`config.mk`:
```
export PLATFORM = sky130hd
export DESIGN_NAME = pkt_byte_fmt
export DESIGN_NICKNAME = d
export VERILOG_FILES = /design/src/common/pkt_pkg.sv /design/src/packet/pkt_byte_fmt.sv
export VERILOG_INCLUDE_DIRS = /design/src /design/src/common
export SDC_FILE = /design/constraint.sdc
export NUM_CORES = 1
export LEC_CHECK = 0
export BUFFER_PORTS_ARGS = -buffer_cell sky130_fd_sc_hd__buf_2
export CORE_UTILIZATION = 39
export DETAILED_ROUTE_END_ITERATION = 8
export PLACE_DENSITY = 0.87
export SLEW_MARGIN = 20
export SYNTH_ARGS = -nofsm -noshare
export SYNTH_HDL_FRONTEND = slang
export SYNTH_SLANG_ARGS = --single-unit
```
`constraint.sdc`:
```
create_clock -name clk -period 3.9 [get_ports clk]
set_input_delay 0.195 -clock clk [delete_from_list [all_inputs] [get_ports clk]]
set_output_delay 0.195 -clock clk [all_outputs]
set_load 0.005 [all_outputs]
```
`src/common/pkt_consts.svh`:
```
`ifndef PKT_CONSTS_SVH
`define PKT_CONSTS_SVH

// Header nibbles, upper half of the first packet byte
`define PKT_HEAD_LINK 4'hD
`define PKT_HEAD_TYPE 4'h1
`define PKT_HEAD_TEMP 4'h9
`define PKT_HEAD_DATA 4'h3

`define PKT_LINK_WORD 12'h123

// Data packet geometry
`define PKT_LANES 8
`define PKT_CHIP_LEN 64

// Transmit RAM
`define PKT_RAM_AW 12
`define PKT_ADDR_IDLE 12'hFE0

// Field MSB positions in data_cmd and data_stat
`define PKT_DEV_IDX_MSB 31
`define PKT_DATA_IDX_MSB 27
`define PKT_TEMP_MSB 30
`define PKT_TYPE_MSB 15
`define PKT_STAT_MSB 7

`define PKT_NIB_W 4
`define PKT_BYTE_W 8

`endif
```
`src/common/pkt_pkg.sv`:
```
package pkt_pkg;

    // Control FSM states, grouped by packet type
    typedef enum logic [7:0] {
        ST_IDLE       = 8'h00,
        ST_WAIT       = 8'h01,
        ST_DONE       = 8'h02,
        ST_LINK_HEAD  = 8'h10,
        ST_LINK_BODY  = 8'h11,
        ST_TYPE_HEAD  = 8'h20,
        ST_TYPE_BODY  = 8'h21,
        ST_TEMP_HEAD  = 8'h30,
        ST_TEMP_BODY  = 8'h31,
        ST_DATA_HEAD0 = 8'h40,
        ST_DATA_HEAD1 = 8'h41,
        ST_DATA_GAP   = 8'h42,
        ST_DATA_WORK  = 8'h43,
        ST_DATA_REST  = 8'h44
    } pkt_state_e;

    // Packet codes on btype
    typedef enum logic [3:0] {
        CODE_LINK  = 4'h8,
        CODE_TYPE  = 4'h9,
        CODE_TEMP  = 4'hA,
        CODE_DATA0 = 4'hD,
        CODE_DATA1 = 4'hE
    } pkt_code_e;

    // Byte source for the formatter
    typedef enum logic [3:0] {
        SEL_NONE, SEL_LINK_HI, SEL_LINK_LO, SEL_TYPE_HEAD, SEL_TYPE_VAL,
        SEL_TEMP_HEAD, SEL_TEMP_VAL, SEL_DATA_HEAD, SEL_DATA_INFO, SEL_LANE
    } byte_sel_e;

endpackage

```
`src/packet/pkt_byte_fmt.sv`:
```
`timescale 1ns/10ps
`include "pkt_consts.svh"

module pkt_byte_fmt (
    input  logic                     clk,
    input  logic                     rst,
    input  pkt_pkg::pkt_state_e      state,
    input  pkt_pkg::byte_sel_e       byte_sel,
    input  logic                     load_addr,
    input  logic [`PKT_RAM_AW-1:0]   base_addr,
    input  logic [2:0]               cnum,
    input  logic [31:0]              data_cmd,
    input  logic [31:0]              data_stat,
    input  logic [8*`PKT_LANES-1:0]  lane_head,
    output logic [`PKT_RAM_AW-1:0]   ram_wa,
    output logic [7:0]               ram_wd,
    output logic                     ram_we
);

    localparam logic [11:0] LINK_WORD = `PKT_LINK_WORD;

    logic [`PKT_NIB_W-1:0]  dev_idx;
    logic [`PKT_NIB_W-1:0]  data_idx;
    logic [`PKT_BYTE_W-1:0] dev_temp;
    logic [`PKT_BYTE_W-1:0] dev_type;
    logic [`PKT_NIB_W-1:0]  dev_stat;
    logic [7:0]             lane_byte;
    logic [7:0]             byte_next;

    assign dev_idx  = data_cmd[`PKT_DEV_IDX_MSB -: `PKT_NIB_W];
    assign data_idx = data_cmd[`PKT_DATA_IDX_MSB -: `PKT_NIB_W];
    assign dev_temp = data_stat[`PKT_TEMP_MSB -: `PKT_BYTE_W];
    assign dev_type = data_stat[`PKT_TYPE_MSB -: `PKT_BYTE_W];
    assign dev_stat = data_stat[`PKT_STAT_MSB -: `PKT_NIB_W];

    // Chip 0 sits in the top byte
    assign lane_byte = lane_head[8*(`PKT_LANES - 1 - cnum) +: 8];

    always_comb begin
        case (byte_sel)
            pkt_pkg::SEL_LINK_HI:   byte_next = {`PKT_HEAD_LINK, LINK_WORD[11:8]};
            pkt_pkg::SEL_LINK_LO:   byte_next = LINK_WORD[7:0];
            pkt_pkg::SEL_TYPE_HEAD: byte_next = {`PKT_HEAD_TYPE, dev_idx};
            pkt_pkg::SEL_TYPE_VAL:  byte_next = dev_type;
            pkt_pkg::SEL_TEMP_HEAD: byte_next = {`PKT_HEAD_TEMP, dev_idx};
            pkt_pkg::SEL_TEMP_VAL:  byte_next = dev_temp;
            pkt_pkg::SEL_DATA_HEAD: byte_next = {`PKT_HEAD_DATA, dev_idx};
            pkt_pkg::SEL_DATA_INFO: byte_next = {data_idx, dev_stat};
            pkt_pkg::SEL_LANE:      byte_next = lane_byte;
            default:                byte_next = 8'h00;
        endcase
    end

    always_ff @(posedge clk) begin
        ram_wd <= byte_next;
    end

    always_ff @(posedge clk or posedge rst) begin
        if (rst) begin
            ram_we <= 1'b0;
        end else begin
            ram_we <= (byte_sel != pkt_pkg::SEL_NONE);
        end
    end

    // Address moves with each write, holds over the gap between chips
    always_ff @(posedge clk or posedge rst) begin
        if (rst) begin
            ram_wa <= `PKT_ADDR_IDLE;
        end else if (load_addr) begin
            ram_wa <= base_addr;
        end else if (byte_sel != pkt_pkg::SEL_NONE) begin
            ram_wa <= ram_wa + 12'd1;     // Wraps above FFF
        end else if (state != pkt_pkg::ST_DATA_GAP) begin
            ram_wa <= `PKT_ADDR_IDLE;
        end
    end

endmodule

```
# After elaboration in Yosys (flattened, before gate mapping)
# Cells that the tools add are included.
# W data, S select, Z words.
[op_classes]
add_sub_neg = 2
eq_ne = 10
shifts = 1
muxes = 4
n_reduce_logical = 2
[op_table]
columns = ["op", "n"]
rows = [
  ["$pmux W8 S9", 1],
  ["$shiftx A64 B33 Y8", 1],
  ["$mux W12", 3],
  ["$eq A4 B3 Y1 const B", 4],
  ["$add A12 B1 Y12 const B", 1],
  ["$eq A4 B2 Y1 const B", 2],
  ["$eq A4 B4 Y1 const B", 2],
  ["$ne A8 B7 Y1 const B", 1],
  ["$eq A4 B1 Y1 const B", 1],
  ["$reduce_bool A4 Y1", 1],
  ["$sub A3 B3 Y4 const A", 1],
  ["$reduce_bool A3 Y1", 1],
]
[word_totals]
register_bits = 21
input_bits = 158
out_inout_bits = 21
word_cells = 22

# Longest topological paths before layout
[depth]
ltp_word = 4
ltp_mapped = 6
ltp_nobuf = 5

# Worst setup path after synthesis
# OpenSTA, ideal clock, no wires.
[synth_path]
path_type = "input to register"
startpoint = "in cnum[0]"
endpoint = "reg ram_wd[5]"
setup_ps = 138
arrival_ps = 1529
t_required_ps = 3762
setup_slack_ps = 2233
stages = 5
n_path_buf = 2
path_cell_list = "buf_2 > buf_2 > mux4_2 > a22oi_1 > o221ai_1"
[synth_between]
elab_chain_len = 3
[synth_lines]
columns = ["item", "line", "text"]
rows = [
  ["from (decl)", "pkt_byte_fmt.sv:11", "input logic [2:0] cnum,"],
  ["$sub A3 B3 Y4 (no source line)", "n/a", ""],
  ["$shiftx A64 B33 Y8", "pkt_byte_fmt.sv:37", "assign lane_byte = lane_head[8*(`PKT_LANES - 1 - cnum) +: 8];"],
  ["$pmux W8 S9", "pkt_byte_fmt.sv:40", "case (byte_sel)"],
  ["net byte_next[5]", "pkt_byte_fmt.sv:28", "logic [7:0] byte_next;"],
  ["to (signal assigned)", "pkt_byte_fmt.sv:55", "ram_wd <= byte_next;"],
  ["to (decl)", "pkt_byte_fmt.sv:16", "output logic [7:0] ram_wd,"],
]
# The timed path passes the listed nets, and every way through them passes these cells.
# A chain may end at the register's enable or synchronous reset.

# Worst setup path in the final report
[layout_path]
startpoint = "reg ram_wa[5]"
endpoint = "reg ram_wa[9]"
[layout_between]
elab_chain_len = 3
[layout_lines]
columns = ["item", "line", "text"]
rows = [
  ["from (decl)", "pkt_byte_fmt.sv:15", "output logic [`PKT_RAM_AW-1:0] ram_wa,"],
  ["from (signal assigned)", "pkt_byte_fmt.sv:69", "ram_wa <= `PKT_ADDR_IDLE;"],
  ["from (signal assigned)", "pkt_byte_fmt.sv:71", "ram_wa <= base_addr;"],
  ["from (signal assigned)", "pkt_byte_fmt.sv:73", "ram_wa <= ram_wa + 12'd1;"],
  ["$add A12 B1 Y12", "pkt_byte_fmt.sv:73", ""],
  ["$mux W12", "pkt_byte_fmt.sv:72", "end else if (byte_sel != pkt_pkg::SEL_NONE) begin"],
  ["$mux W12", "pkt_byte_fmt.sv:70", "end else if (load_addr) begin"],
]
# No other way between the ends.

==> metrics.txt <==
status=completed; Antenna Cells=0; slowest stage cell, crit path=dfstp_2; Data arrival, critical path=1.87 ns; r2r worst-path depth=4; Leakage=1.20 nW; Achievable Freq=592 MHz; asr flop ratio synth=61.9%; combinational share of power=33.8%; # setup viols final=0; max incr delay on CP=0.57 ns; Clock Power Share=23.2%; number of enable flip-flop cells after synthesis=0; Initial Utilization=40.6%; Yosys reg bits=21; crit path max fanout=8; worst-path cell chain=nand3_1 -> nor4_1 -> nand4_1 -> o221a_2; max-slew violation count=0; Tcrit/Tclk final=43.3%; routed vias/inst=5.77; Period minus WS final=1.69 ns; switching power=181 uW; DIE HEIGHT=69.5 um; final WL=5760 um; Slew @ Worst Pin=0.577 ns; WS Path Type=flop to flop; root buf cell=clkbuf_8; die width=69.5 um; Remaining DRCs=0; Worst IR Drop VDD=0.111 mV; Hold EP=ram_wd[0]; Critical R2R Launch=ram_wa[5]; met2 routed WL=3120 um; highest routed metal layer=met4; post-CTS resize count=0; row count=24; met3 routed WL=426 um; Setup crit end kind=flop; internal power=433 uW; clock slew at reported path FFs=0.08 ns; remaining global-route overflow=0; post-route antenna net violation count=0; WL met1=2150 um; First DRT Iteration DRCs=176; setup TNS=0 ns; first-pass GRT wire length=9270 um; Finished Core Util=57.9%; Worst-Skew Late Latency=0.26 ns; P&R area growth vs syn=42.8%; Total GRT Usage=23.5%; kind of start point of the critical path=flop; worst hold slack=0.137 ns; clk sinks=21; Seq/Total Area, Yosys=27.8%; Avg WL per Cell=15.7 um; DIE AREA=0.00484 mm2; Storage cell area=494 um2; TritonCTS buffer count=3; Worst slew margin=61.5%; Top Ports=179; Req. time, crit path=4.08 ns; share of cells above drive strength 1=55.9%; min-delay worst type=input pin to flop; vias after detailed routing=2119; maxcap violations=0; FF-to-FF End=ram_wa[9]; predominant post-synthesis flop cell=dfxtp_1; worst hold start=data_stat[4]; IO buf count=142; TritonCTS clock tree=done; Cells after Synth=183; FILL cells=382; Net Count, Synth=342; post-CTS setup buffers=0; Core Region=0.00438 mm2; Synth Cell Area=0.00178 mm2; # hold bufs at CTS=1; largest net degree at the start of global routing=21; Final nets=475; Fin. Hold Viols=0; final setup margin=2.21 ns; clk_skew=0.0107 ns; H-tree depth=1; Distinct cells, synth=47; RSZ-0062 raised after global routing=false; Reg2Reg Setup Slack=2.21 ns; Switching Share=29.5%; clock buffer depth=2; drt first pass iters=5; vias in the first global route=2113; pwr/cell area=242 mW/mm2; dpl ws=2.08 ns; synth warn=0; Avg Synthesized Cell Area=9.72 um2; DP HPWL=4690 um; Routability Congestion=0.861; initial antenna violation count=0; power share of the sequential group=43.0%; Hold Crit Depth=3; area occupied by multi-input gates=0.00118 mm2
power groups by stage:
stage | clock [mW] | sequential, mW | combinational (mW)
5_1_grt | 0.156 | 0.267 | 0.226
4_1_cts | 0.148 | 0.264 | 0.207
3_3_place_gp | 0 | 0.266 | 0.199
6_report | 0.143 | 0.264 | 0.208
3_5_place_dp | 0 | 0.268 | 0.206
2_1_floorplan | 0 | 0.267 | 0.107
cells in the mapped netlist (all sizes together), types with 3 or more instances:
cell type | n | area, um2
nor2b | 5 | 31.3
a22oi | 6 | 45.0
a32oi | 3 | 26.3
a221o | 8 | 80.1
a21oi | 9 | 45.0
or3 | 4 | 25.0
nor4 | 3 | 33.8
a31oi | 3 | 18.8
o21ai | 10 | 50.1
clkbuf | 8 | 30.0
dfstp | 7 | 184
dfxtp | 8 | 160
nand3 | 9 | 45.0
nor3 | 3 | 15.0
nor3b | 3 | 22.5
and3 | 3 | 18.8
inv | 8 | 30.0
o221a | 6 | 67.6
nor2 | 8 | 30.0
mux4 | 16 | 360
nand4 | 4 | 25.0
dfrtp | 6 | 150
nand2 | 11 | 41.3
buf | 7 | 41.3
metal layers:
layer / vias up / global-route usage, %
met1: 995 / 26.2
met5: - / 0
met2: 117 / 45.6
met3: 8 / 3.63
li1: 999 / -
met4: 0 / 5.90
per-stage QoR:
stage	area [um2]	total power, mW	instances
after floorplan	1780	0.373	183
after global placement	2480	0.466	362
after detailed placement	2480	0.473	362
after CTS	2540	0.618	367
after global routing	2540	0.650	367
final	2540	0.614	367
kinds of logic (layout without fill, tap and decap cells):
kind of cell             count (synthesis)  after routing  share of synthesized area [%]
AO/OA/AOI/OAI                           57             57                           24.3
buffers and inverters                   23            155                           5.70
multiplexers                            16             16                           20.3
adder cells (fa/ha/maj)                  1              1                          0.703
flip-flops                              21             21                           27.8
XOR/XNOR                                 1              1                          0.492
AND/OR/NAND/NOR                         64             64                           20.8
critical path: cells and delay by family (launching register included):
family	cells	cell delay (ns)
AO/OA/AOI/OAI	1	0.15
flip-flops	1	0.57
AND/OR/NAND/NOR	3	0.89
final cells by class:
class	instances	share of cell area [%]
tap	52	2.56
timing repair buffer	143	28.4
clock inverter	1	0.197
inverter	8	1.18
clock buffer	3	1.63
multi-input combinational	139	46.6
sequential	21	19.5
sequential cells by signal, summed over array words and instances, names as in the netlist:
signal and count:
ram_wd 8, ram_wa 12, ram_we 1
worst max-delay path by stage:
stage            endpoint         from  cells after the start
2_1_floorplan   ram_wd[5]      cnum[0]                      5
6_report        ram_wa[9]    ram_wa[5]                      4
3_3_place_gp    ram_wd[2]      cnum[0]                      4
4_1_cts         ram_wa[9]    ram_wa[5]                      4
5_1_grt        ram_wa[11]    ram_wa[5]                      4
3_5_place_dp    ram_wa[5]  byte_sel[1]                      5
layout by cell type (no fill, tap or decap), types with 3 or more instances in the layout:
cell,count
nand3_1,9
a31oi_1,3
dfrtp_1,6
buf_2,142
nor3b_1,3
or3_1,4
nand4_1,4
o221a_2,5
nand2_1,11
dfxtp_1,8
a32oi_1,3
a221o_1,8
nor3_1,3
nor2b_1,5
mux4_2,16
and3_1,3
nor2_1,8
dfstp_2,7
a22oi_1,6
a21oi_1,9
clkbuf_8,3
inv_1,8
o21ai_0,10
(Power assumes the default switching activity.)
