--- src/common/pkt_consts.svh ---
`ifndef PKT_CONSTS_SVH
`define PKT_CONSTS_SVH

// Header nibbles, upper half of the first packet byte
`define PKT_HEAD_LINK 4'hD
`define PKT_HEAD_TYPE 4'h1
`define PKT_HEAD_TEMP 4'h9
`define PKT_HEAD_DATA 4'h3

`define PKT_LINK_WORD 12'h123

// Data packet geometry
`define PKT_LANES 8
`define PKT_CHIP_LEN 64

// Transmit RAM
`define PKT_RAM_AW 12
`define PKT_ADDR_IDLE 12'hFE0

// Field MSB positions in data_cmd and data_stat
`define PKT_DEV_IDX_MSB 31
`define PKT_DATA_IDX_MSB 27
`define PKT_TEMP_MSB 30
`define PKT_TYPE_MSB 15
`define PKT_STAT_MSB 7

`define PKT_NIB_W 4
`define PKT_BYTE_W 8

`endif
--- src/common/pkt_pkg.sv ---
package pkt_pkg;

    // Control FSM states, grouped by packet type
    typedef enum logic [7:0] {
        ST_IDLE       = 8'h00,
        ST_WAIT       = 8'h01,
        ST_DONE       = 8'h02,
        ST_LINK_HEAD  = 8'h10,
        ST_LINK_BODY  = 8'h11,
        ST_TYPE_HEAD  = 8'h20,
        ST_TYPE_BODY  = 8'h21,
        ST_TEMP_HEAD  = 8'h30,
        ST_TEMP_BODY  = 8'h31,
        ST_DATA_HEAD0 = 8'h40,
        ST_DATA_HEAD1 = 8'h41,
        ST_DATA_GAP   = 8'h42,
        ST_DATA_WORK  = 8'h43,
        ST_DATA_REST  = 8'h44
    } pkt_state_e;

    // Packet codes on btype
    typedef enum logic [3:0] {
        CODE_LINK  = 4'h8,
        CODE_TYPE  = 4'h9,
        CODE_TEMP  = 4'hA,
        CODE_DATA0 = 4'hD,
        CODE_DATA1 = 4'hE
    } pkt_code_e;

    // Byte source for the formatter
    typedef enum logic [3:0] {
        SEL_NONE, SEL_LINK_HI, SEL_LINK_LO, SEL_TYPE_HEAD, SEL_TYPE_VAL,
        SEL_TEMP_HEAD, SEL_TEMP_VAL, SEL_DATA_HEAD, SEL_DATA_INFO, SEL_LANE
    } byte_sel_e;

endpackage

--- src/packet/pkt_ctrl.sv ---
`timescale 1ns/10ps
`include "pkt_consts.svh"

module pkt_ctrl (
    input  logic                   clk,
    input  logic                   rst,
    input  logic                   fs,
    input  pkt_pkg::pkt_code_e     btype,
    output logic                   fd,
    output pkt_pkg::pkt_state_e    state,
    output pkt_pkg::byte_sel_e     byte_sel,
    output logic                   load_addr,
    output logic [2:0]             cnum,
    output logic [`PKT_LANES-1:0]  lane_pop
);

    pkt_pkg::pkt_state_e state_next;
    logic [6:0]          dlen;           // Bytes of the current chip
    logic                last_byte;
    logic                last_chip;

    assign last_byte = (dlen >= 7'(`PKT_CHIP_LEN - 2));   // Leaves one for REST
    assign last_chip = (cnum == 3'(`PKT_LANES - 1));

    always_ff @(posedge clk or posedge rst) begin
        if (rst) begin
            state <= pkt_pkg::ST_IDLE;
        end else begin
            state <= state_next;
        end
    end

    always_comb begin
        case (state)
            pkt_pkg::ST_IDLE: state_next = pkt_pkg::ST_WAIT;
            pkt_pkg::ST_WAIT: begin
                state_next = pkt_pkg::ST_WAIT;
                if (fs) begin
                    case (btype)
                        pkt_pkg::CODE_LINK:  state_next = pkt_pkg::ST_LINK_HEAD;
                        pkt_pkg::CODE_TYPE:  state_next = pkt_pkg::ST_TYPE_HEAD;
                        pkt_pkg::CODE_TEMP:  state_next = pkt_pkg::ST_TEMP_HEAD;
                        pkt_pkg::CODE_DATA0: state_next = pkt_pkg::ST_DATA_HEAD0;
                        pkt_pkg::CODE_DATA1: state_next = pkt_pkg::ST_DATA_HEAD0;
                        default:             state_next = pkt_pkg::ST_WAIT;  // Unknown code
                    endcase
                end
            end
            pkt_pkg::ST_DONE: begin
                state_next = fs ? pkt_pkg::ST_DONE : pkt_pkg::ST_WAIT;
            end
            pkt_pkg::ST_LINK_HEAD: state_next = pkt_pkg::ST_LINK_BODY;
            pkt_pkg::ST_LINK_BODY: state_next = pkt_pkg::ST_DONE;
            pkt_pkg::ST_TYPE_HEAD: state_next = pkt_pkg::ST_TYPE_BODY;
            pkt_pkg::ST_TYPE_BODY: state_next = pkt_pkg::ST_DONE;
            pkt_pkg::ST_TEMP_HEAD: state_next = pkt_pkg::ST_TEMP_BODY;
            pkt_pkg::ST_TEMP_BODY: state_next = pkt_pkg::ST_DONE;
            pkt_pkg::ST_DATA_HEAD0: state_next = pkt_pkg::ST_DATA_HEAD1;
            pkt_pkg::ST_DATA_HEAD1: state_next = pkt_pkg::ST_DATA_GAP;
            pkt_pkg::ST_DATA_GAP:   state_next = pkt_pkg::ST_DATA_WORK;
            pkt_pkg::ST_DATA_WORK: begin
                state_next = last_byte ? pkt_pkg::ST_DATA_REST : pkt_pkg::ST_DATA_WORK;
            end
            pkt_pkg::ST_DATA_REST: begin
                state_next = last_chip ? pkt_pkg::ST_DONE : pkt_pkg::ST_DATA_GAP;
            end
            default: state_next = pkt_pkg::ST_IDLE;
        endcase
    end

    // Byte source for the write registered this cycle
    always_comb begin
        case (state)
            pkt_pkg::ST_LINK_HEAD:  byte_sel = pkt_pkg::SEL_LINK_HI;
            pkt_pkg::ST_LINK_BODY:  byte_sel = pkt_pkg::SEL_LINK_LO;
            pkt_pkg::ST_TYPE_HEAD:  byte_sel = pkt_pkg::SEL_TYPE_HEAD;
            pkt_pkg::ST_TYPE_BODY:  byte_sel = pkt_pkg::SEL_TYPE_VAL;
            pkt_pkg::ST_TEMP_HEAD:  byte_sel = pkt_pkg::SEL_TEMP_HEAD;
            pkt_pkg::ST_TEMP_BODY:  byte_sel = pkt_pkg::SEL_TEMP_VAL;
            pkt_pkg::ST_DATA_HEAD0: byte_sel = pkt_pkg::SEL_DATA_HEAD;
            pkt_pkg::ST_DATA_HEAD1: byte_sel = pkt_pkg::SEL_DATA_INFO;
            pkt_pkg::ST_DATA_WORK,
            pkt_pkg::ST_DATA_REST:  byte_sel = pkt_pkg::SEL_LANE;
            default:                byte_sel = pkt_pkg::SEL_NONE;
        endcase
    end

    assign load_addr = (state == pkt_pkg::ST_LINK_HEAD) || (state == pkt_pkg::ST_TYPE_HEAD) ||
                       (state == pkt_pkg::ST_TEMP_HEAD) || (state == pkt_pkg::ST_DATA_HEAD0);

    assign fd = (state == pkt_pkg::ST_DONE);

    always_ff @(posedge clk or posedge rst) begin
        if (rst) begin
            dlen <= 7'd0;
        end else if (state == pkt_pkg::ST_DATA_WORK) begin
            dlen <= dlen + 7'd1;
        end else begin
            dlen <= 7'd0;
        end
    end

    always_ff @(posedge clk or posedge rst) begin
        if (rst) begin
            cnum <= 3'd0;
        end else if (state == pkt_pkg::ST_DATA_REST) begin
            cnum <= cnum + 3'd1;    // Wraps to 0 after the last chip
        end else if (state == pkt_pkg::ST_WAIT) begin
            cnum <= 3'd0;
        end
    end

    // Pop goes out one cycle before the write that needs the next head
    always_ff @(posedge clk or posedge rst) begin
        if (rst) begin
            lane_pop <= '0;
        end else if (state == pkt_pkg::ST_DATA_GAP || state == pkt_pkg::ST_DATA_WORK) begin
            lane_pop <= 8'h80 >> cnum;     // Lane 0 on bit 7
        end else begin
            lane_pop <= '0;
        end
    end

endmodule

--- config.mk ---
export PLATFORM = sky130hd
export DESIGN_NAME = pkt_ctrl
export DESIGN_NICKNAME = d
export VERILOG_FILES = /design/src/common/pkt_pkg.sv /design/src/packet/pkt_ctrl.sv
export VERILOG_INCLUDE_DIRS = /design/src /design/src/common
export SDC_FILE = /design/constraint.sdc
export NUM_CORES = 1
export LEC_CHECK = 0
export ABC_AREA = 0
export BUFFER_PORTS_ARGS = -buffer_cell sky130_fd_sc_hd__buf_2
export CORE_ASPECT_RATIO = 0.6
export CORE_UTILIZATION = 45
export CTS_CLUSTER_DIAMETER = 150
export DETAILED_ROUTE_END_ITERATION = 8
export PLACE_DENSITY = 0.68
export SLEW_MARGIN = 20
export SYNTH_ARGS = -nofsm -noshare
export SYNTH_HDL_FRONTEND = slang
export SYNTH_SLANG_ARGS = --single-unit
--- constraint.sdc ---
create_clock -name clk -period 2.4 [get_ports clk]
set_clock_uncertainty 0.05 [all_clocks]
set_input_delay 0.6 -clock clk [delete_from_list [all_inputs] [get_ports clk]]
set_output_delay 0.6 -clock clk [all_outputs]
set_load 0.02 [all_outputs]
Yosys cells after proc, flatten, opt, wreduce, memory -nomap -nowiden
Cells that the tools add are included.

cells by class
  shifts and indexed selects = 1
  eq/ne operators = 19
  reduce and logical (&&, ||, !) cells = 9
  $add $sub $neg = 2
  multiplexer cells = 11
  $lt $le $gt $ge = 1

operators with widths
  kind                                                  count
  case mux 7 bit (12 select lines)                      1
  == test 8 x 7 -> 1 bit (second input constant)        5
  case mux 4 bit (9 select lines)                       1
  == test 8 x 6 -> 1 bit (second input constant)        4
  case mux 7 bit (4 select lines)                       1
  2-to-1 mux 7 bit                                      3
  == test 4 bit (second input constant)                 5
  == test 8 x 5 -> 1 bit (second input constant)        2
  2-to-1 mux 3 bit                                      3
  == test 8 x 1 -> 1 bit (second input constant)        1
  == test 8 x 2 -> 1 bit (second input constant)        1
  zero test 8 bit                                       1
  2-to-1 mux 8 bit                                      1
  >> shifter 8 x 3 -> 8 bit (first input constant)      1
  adder 7 x 1 -> 7 bit (second input constant)          1
  >= comparator 7 x 6 -> 1 bit (second input constant)  1
  logical OR 1 bit                                      4
  OR reduction 2 bit                                    2
  adder 3 x 1 -> 3 bit (second input constant)          1
  == test 3 bit (second input constant)                 1
  OR reduction 3 bit                                    1
  2-to-1 mux 2 bit                                      1
  nonzero test 2 bit                                    1

word-level totals
  logic and storage cells = 47
  bits of input ports = 7
  bits in registers = 26

Logic depth before layout (Yosys ltp)
  word-level depth = 5
  gate-level depth with buffers = 5
  depth with buffers taken out = 5

Least setup slack after synthesis
No wires, ideal clock.

  path kind = flip-flop to output port
  from = reg state[4]
  to = out byte_sel[0]
  data required time = 1.750 ns
  path slack = 0.222 ns
  cell stages (with the launch flop) = 5
  arrival time = 1.528 ns
  buffers on the path = 1
  cells stage by stage = dfrtp_1 -> buf_4 -> nor3b_4 -> a21oi_1 -> o31ai_1

between the ends
  longest elaborated chain between the ends = 3
  elaborated cells between the ends (all ways) = 12
  those cells by class = eq/ne (10); mux (1); reduce/logical (1)

RTL lines
  item                                 line            text
  start, declared                      pkt_ctrl.sv:10  output pkt_pkg::pkt_state_e state,
  start signal, assigned               pkt_ctrl.sv:27  state <= pkt_pkg::ST_IDLE;
  start signal, assigned               pkt_ctrl.sv:29  state <= state_next;
  == test 8 x 7 -> 1 bit               pkt_ctrl.sv:73  case (state)
  OR reduction 2 bit                   pkt_ctrl.sv:73
  case mux 4 bit (9 select lines) (*)  pkt_ctrl.sv:73
  end, declared                        pkt_ctrl.sv:11  output pkt_pkg::byte_sel_e byte_sel,

Mark *: on every way between the ends. The rest lies on a longest branch, timed or not.

Worst setup path after layout
  from = reg state[5]
  to = out byte_sel[2]

Same word-level chain as after synthesis.

==> results.json <==
{
  "cts_tree": "built",
  "wl_per_cell_um": 13.53,
  "hp-class": "primary input to asynchronous set/reset pin",
  "drc": 0,
  "synth_cells": 136,
  "dp_hpwl_mm": 2.113,
  "ys.warnings.count": 0,
  "yosys.area.top_type_share_pct": 42.93,
  "ir_drop_mv": 0.3412,
  "synth_ff_type": "dfrtp_1",
  "p_per_area_mw_per_mm2": 815.5,
  "num_antenna_cells": 0,
  "synth-compound-area-share_pct": 12.88,
  "seq_area_frac_synth_pct": 42.93,
  "antenna_found_initial": 0,
  "crit_type": "register to output port",
  "track_usage_pct": 18.35,
  "cp.arrival_ns": 1.69,
  "place_area_mm2": 0.001558,
  "drive_gt1_share_pct": 28.92,
  "gp_congestion": 0.8716,
  "die_y_um": 45.19,
  "syn2layout_area_growth_pct": 16.10,
  "clkSinkCount": 24,
  "dieArea_mm2": 0.003343,
  "start_util_pct": 48.09,
  "pin_count": 32,
  "syn_area_per_cell_um2": 10.29,
  "synth.cell_area_mm2": 0.001399,
  "synth_adder_area_share_pct": 7.156,
  "drt_iter0_markers": 63,
  "multi_input_area_um2": 695.7,
  "die-width_um": 73.98,
  "port-buffer-count": 29,
  "stdcell_area_mm2": 0.001624,
  "clock_path_buffers": 2,
  "post-route-util_pct": 55.83,
  "async_flop_share_pct": 100.0,
  "fmax_ghz": 0.4266,
  "finalSetupViolCount": 0,
  "slew_viol_final": 0,
  "nNetsFinal": 182,
  "synth_commonest_cells": "dfrtp_1 (24), inv_1 (9), nand3_1 (9)",
  "clk_pin_slew_ns": 0.08,
  "grt_pass1_wl_mm": 4.485,
  "synth-seq-cells": 24,
  "p_leak_nw": 0.7954,
  "htree_levels": 1,
  "critPathLaunchType": "register",
  "wirelength_mm": 2.815,
  "timing.final.crit_share_pct": 97.67,
  "core.rowCount": 15,
  "ys_types": 44,
  "grt_max_degree": 25,
  "setup_tns_ns": 0,
  "firstDrtPassIters": 4,
  "cap_violations": 0,
  "seqCellArea_um2": 604.3,
  "worst_ep_required_time_ns": 1.75,
  "grt_pass1_vias": 931,
  "cts_inserted_buffers": 3,
  "crit_fanout": 10,
  "outcome": "finished clean",
  "routed_via_density": 5.327,
  "overflow": 0,
  "end_kind": "output port",
  "yosysMostFrequentCell": "dfrtp_1",
  "synth_top_area_cell": "dfrtp_1",
  "regToRegSetupSlack_ns": 0.83,
  "hold_ws_ns": 0.3080,
  "rsz0062_at_grt": "no",
  "synthMuxAreaShare_pct": 1.431,
  "synth_enable_flop_cells": 0,
  "core_area_mm2": 0.002909,
  "drtAntennaViolNets": 0,
  "cts-root-buf": "clkbuf_8",
  "min_period_ns": 2.344,
  "synth_top_family_by_area": "simple AND/OR/NAND/NOR gates",
  "cts_hold_buf": 0,
  "num_vias": 1108,
  "synthXorXnorAreaFrac_pct": 3.131,
  "synthTopCellsByArea": "dfrtp_1 (43%), ha_1 (7.2%), nand3_1 (3.2%)",
  "fillers": 260,
  "worstSkewPairLatency_ns": 0.27,
  "hold_viol_final": 0,
  "synth-simple-area-share_pct": 24.60
}
==> area by class of cell <==
| type | instances | share of cell area [%] |
|---|---|---|
| Timing Repair Buffer | 34 | 11.25 |
| Inverter | 9 | 2.080 |
| Sequential cell | 24 | 37.21 |
| Tap cell | 42 | 3.236 |
| Clock buffer | 4 | 3.390 |
| Multi-Input combinational cell | 95 | 42.84 |
==> through the flow <==
stage | std cells | worst slack [ns] | power (mW)
after floorplan | 137 | 0.2221 | 0.9135
after global placement | 203 | 0.3041 | 1.027
after detailed placement | 203 | 0.2918 | 1.040
after CTS | 207 | 0.03170 | 1.320
after global routing | 208 | 0.001279 | 1.398
final | 208 | 0.05600 | 1.324
==> metal layers <==
metal	track usage (%)	wire, um	share of wire [%]	up-vias
met2	25.45	1128	40	38
met5	0	0	0	-
met1	27.25	1471	52	527
met4	4.615	23	0.82	0
met3	6.027	191	6.8	4
li1	-	-	-	539
==> cell families after synthesis <==
logic type / after synthesis
buffers and inverters: 18
DFF: 24
muxes: 2
adders and majority gates: 8
AOI/OAI and AO/OA: 26
other: 1
xor gates and xnor gates: 5
and+or+nand+nor: 52
==> report_power, final <==
part	leakage [nW]	internal, mW	total [mW]	switching (mW)
clock	0.0288	0.147	0.274	0.127
sequential	0.326	0.437	0.487	0.0494
combinational	0.441	0.232	0.564	0.332
total	0.795	0.816	1.32	0.509
==> layout by cell type (no fill, tap or decap), drive strengths merged, types with 2 or more instances in the layout <==
cell type	instances
o31ai	4
o31a	2
conb	2
ha	8
nand2	2
a211oi	3
inv	9
nand3	9
nor2b	3
nor3b	4
or3	2
clkbuf	4
a21oi	4
nand3b	2
and2	2
xor2	2
xnor2	3
nor3	2
o22ai	3
and4	2
nand4	2
buf	34
and3	7
nor2	8
mux2i	2
dfrtp	24
o21ai	6
==> path summary, 6_finish.rpt <==
kind                                         start  cells past startpoint               endpoint
worst min-delay path                           rst                      3  lane_pop[0]$_DFF_PP0_
min in group clk                 dlen[0]$_DFF_PP0_                      1      dlen[0]$_DFF_PP0_
max in group asynchronous                      rst                      3     state[6]$_DFF_PP0_
worst min register to register   dlen[0]$_DFF_PP0_                      1      dlen[0]$_DFF_PP0_
worst max-delay path            state[5]$_DFF_PP0_                      3            byte_sel[2]
worst max register to register  state[2]$_DFF_PP0_                      3    cnum[1]$_DFFE_PP0P_
==> flip-flops by register name, indices dropped and copies added (netlist names) <==
register / flops
lane_pop: 8
state: 6
dlen: 7
cnum: 3
==> repair_timing <==
action                                 in CTS  in global routing
setup endpoints to repair                   2                  2
endpoints found under the hold margin       0                  0
gates resized for setup                     2                  1
pin swaps                                   0                  1
setup buffers                               0                  1
==> critical path, stage by stage (launching register included) <==
cell,delay [ns]
dfrtp_2,0.50
or4b_1,0.54
a211oi_2,0.19
buf_2,0.20
No activity file was read; power rests on OpenSTA's default activity.
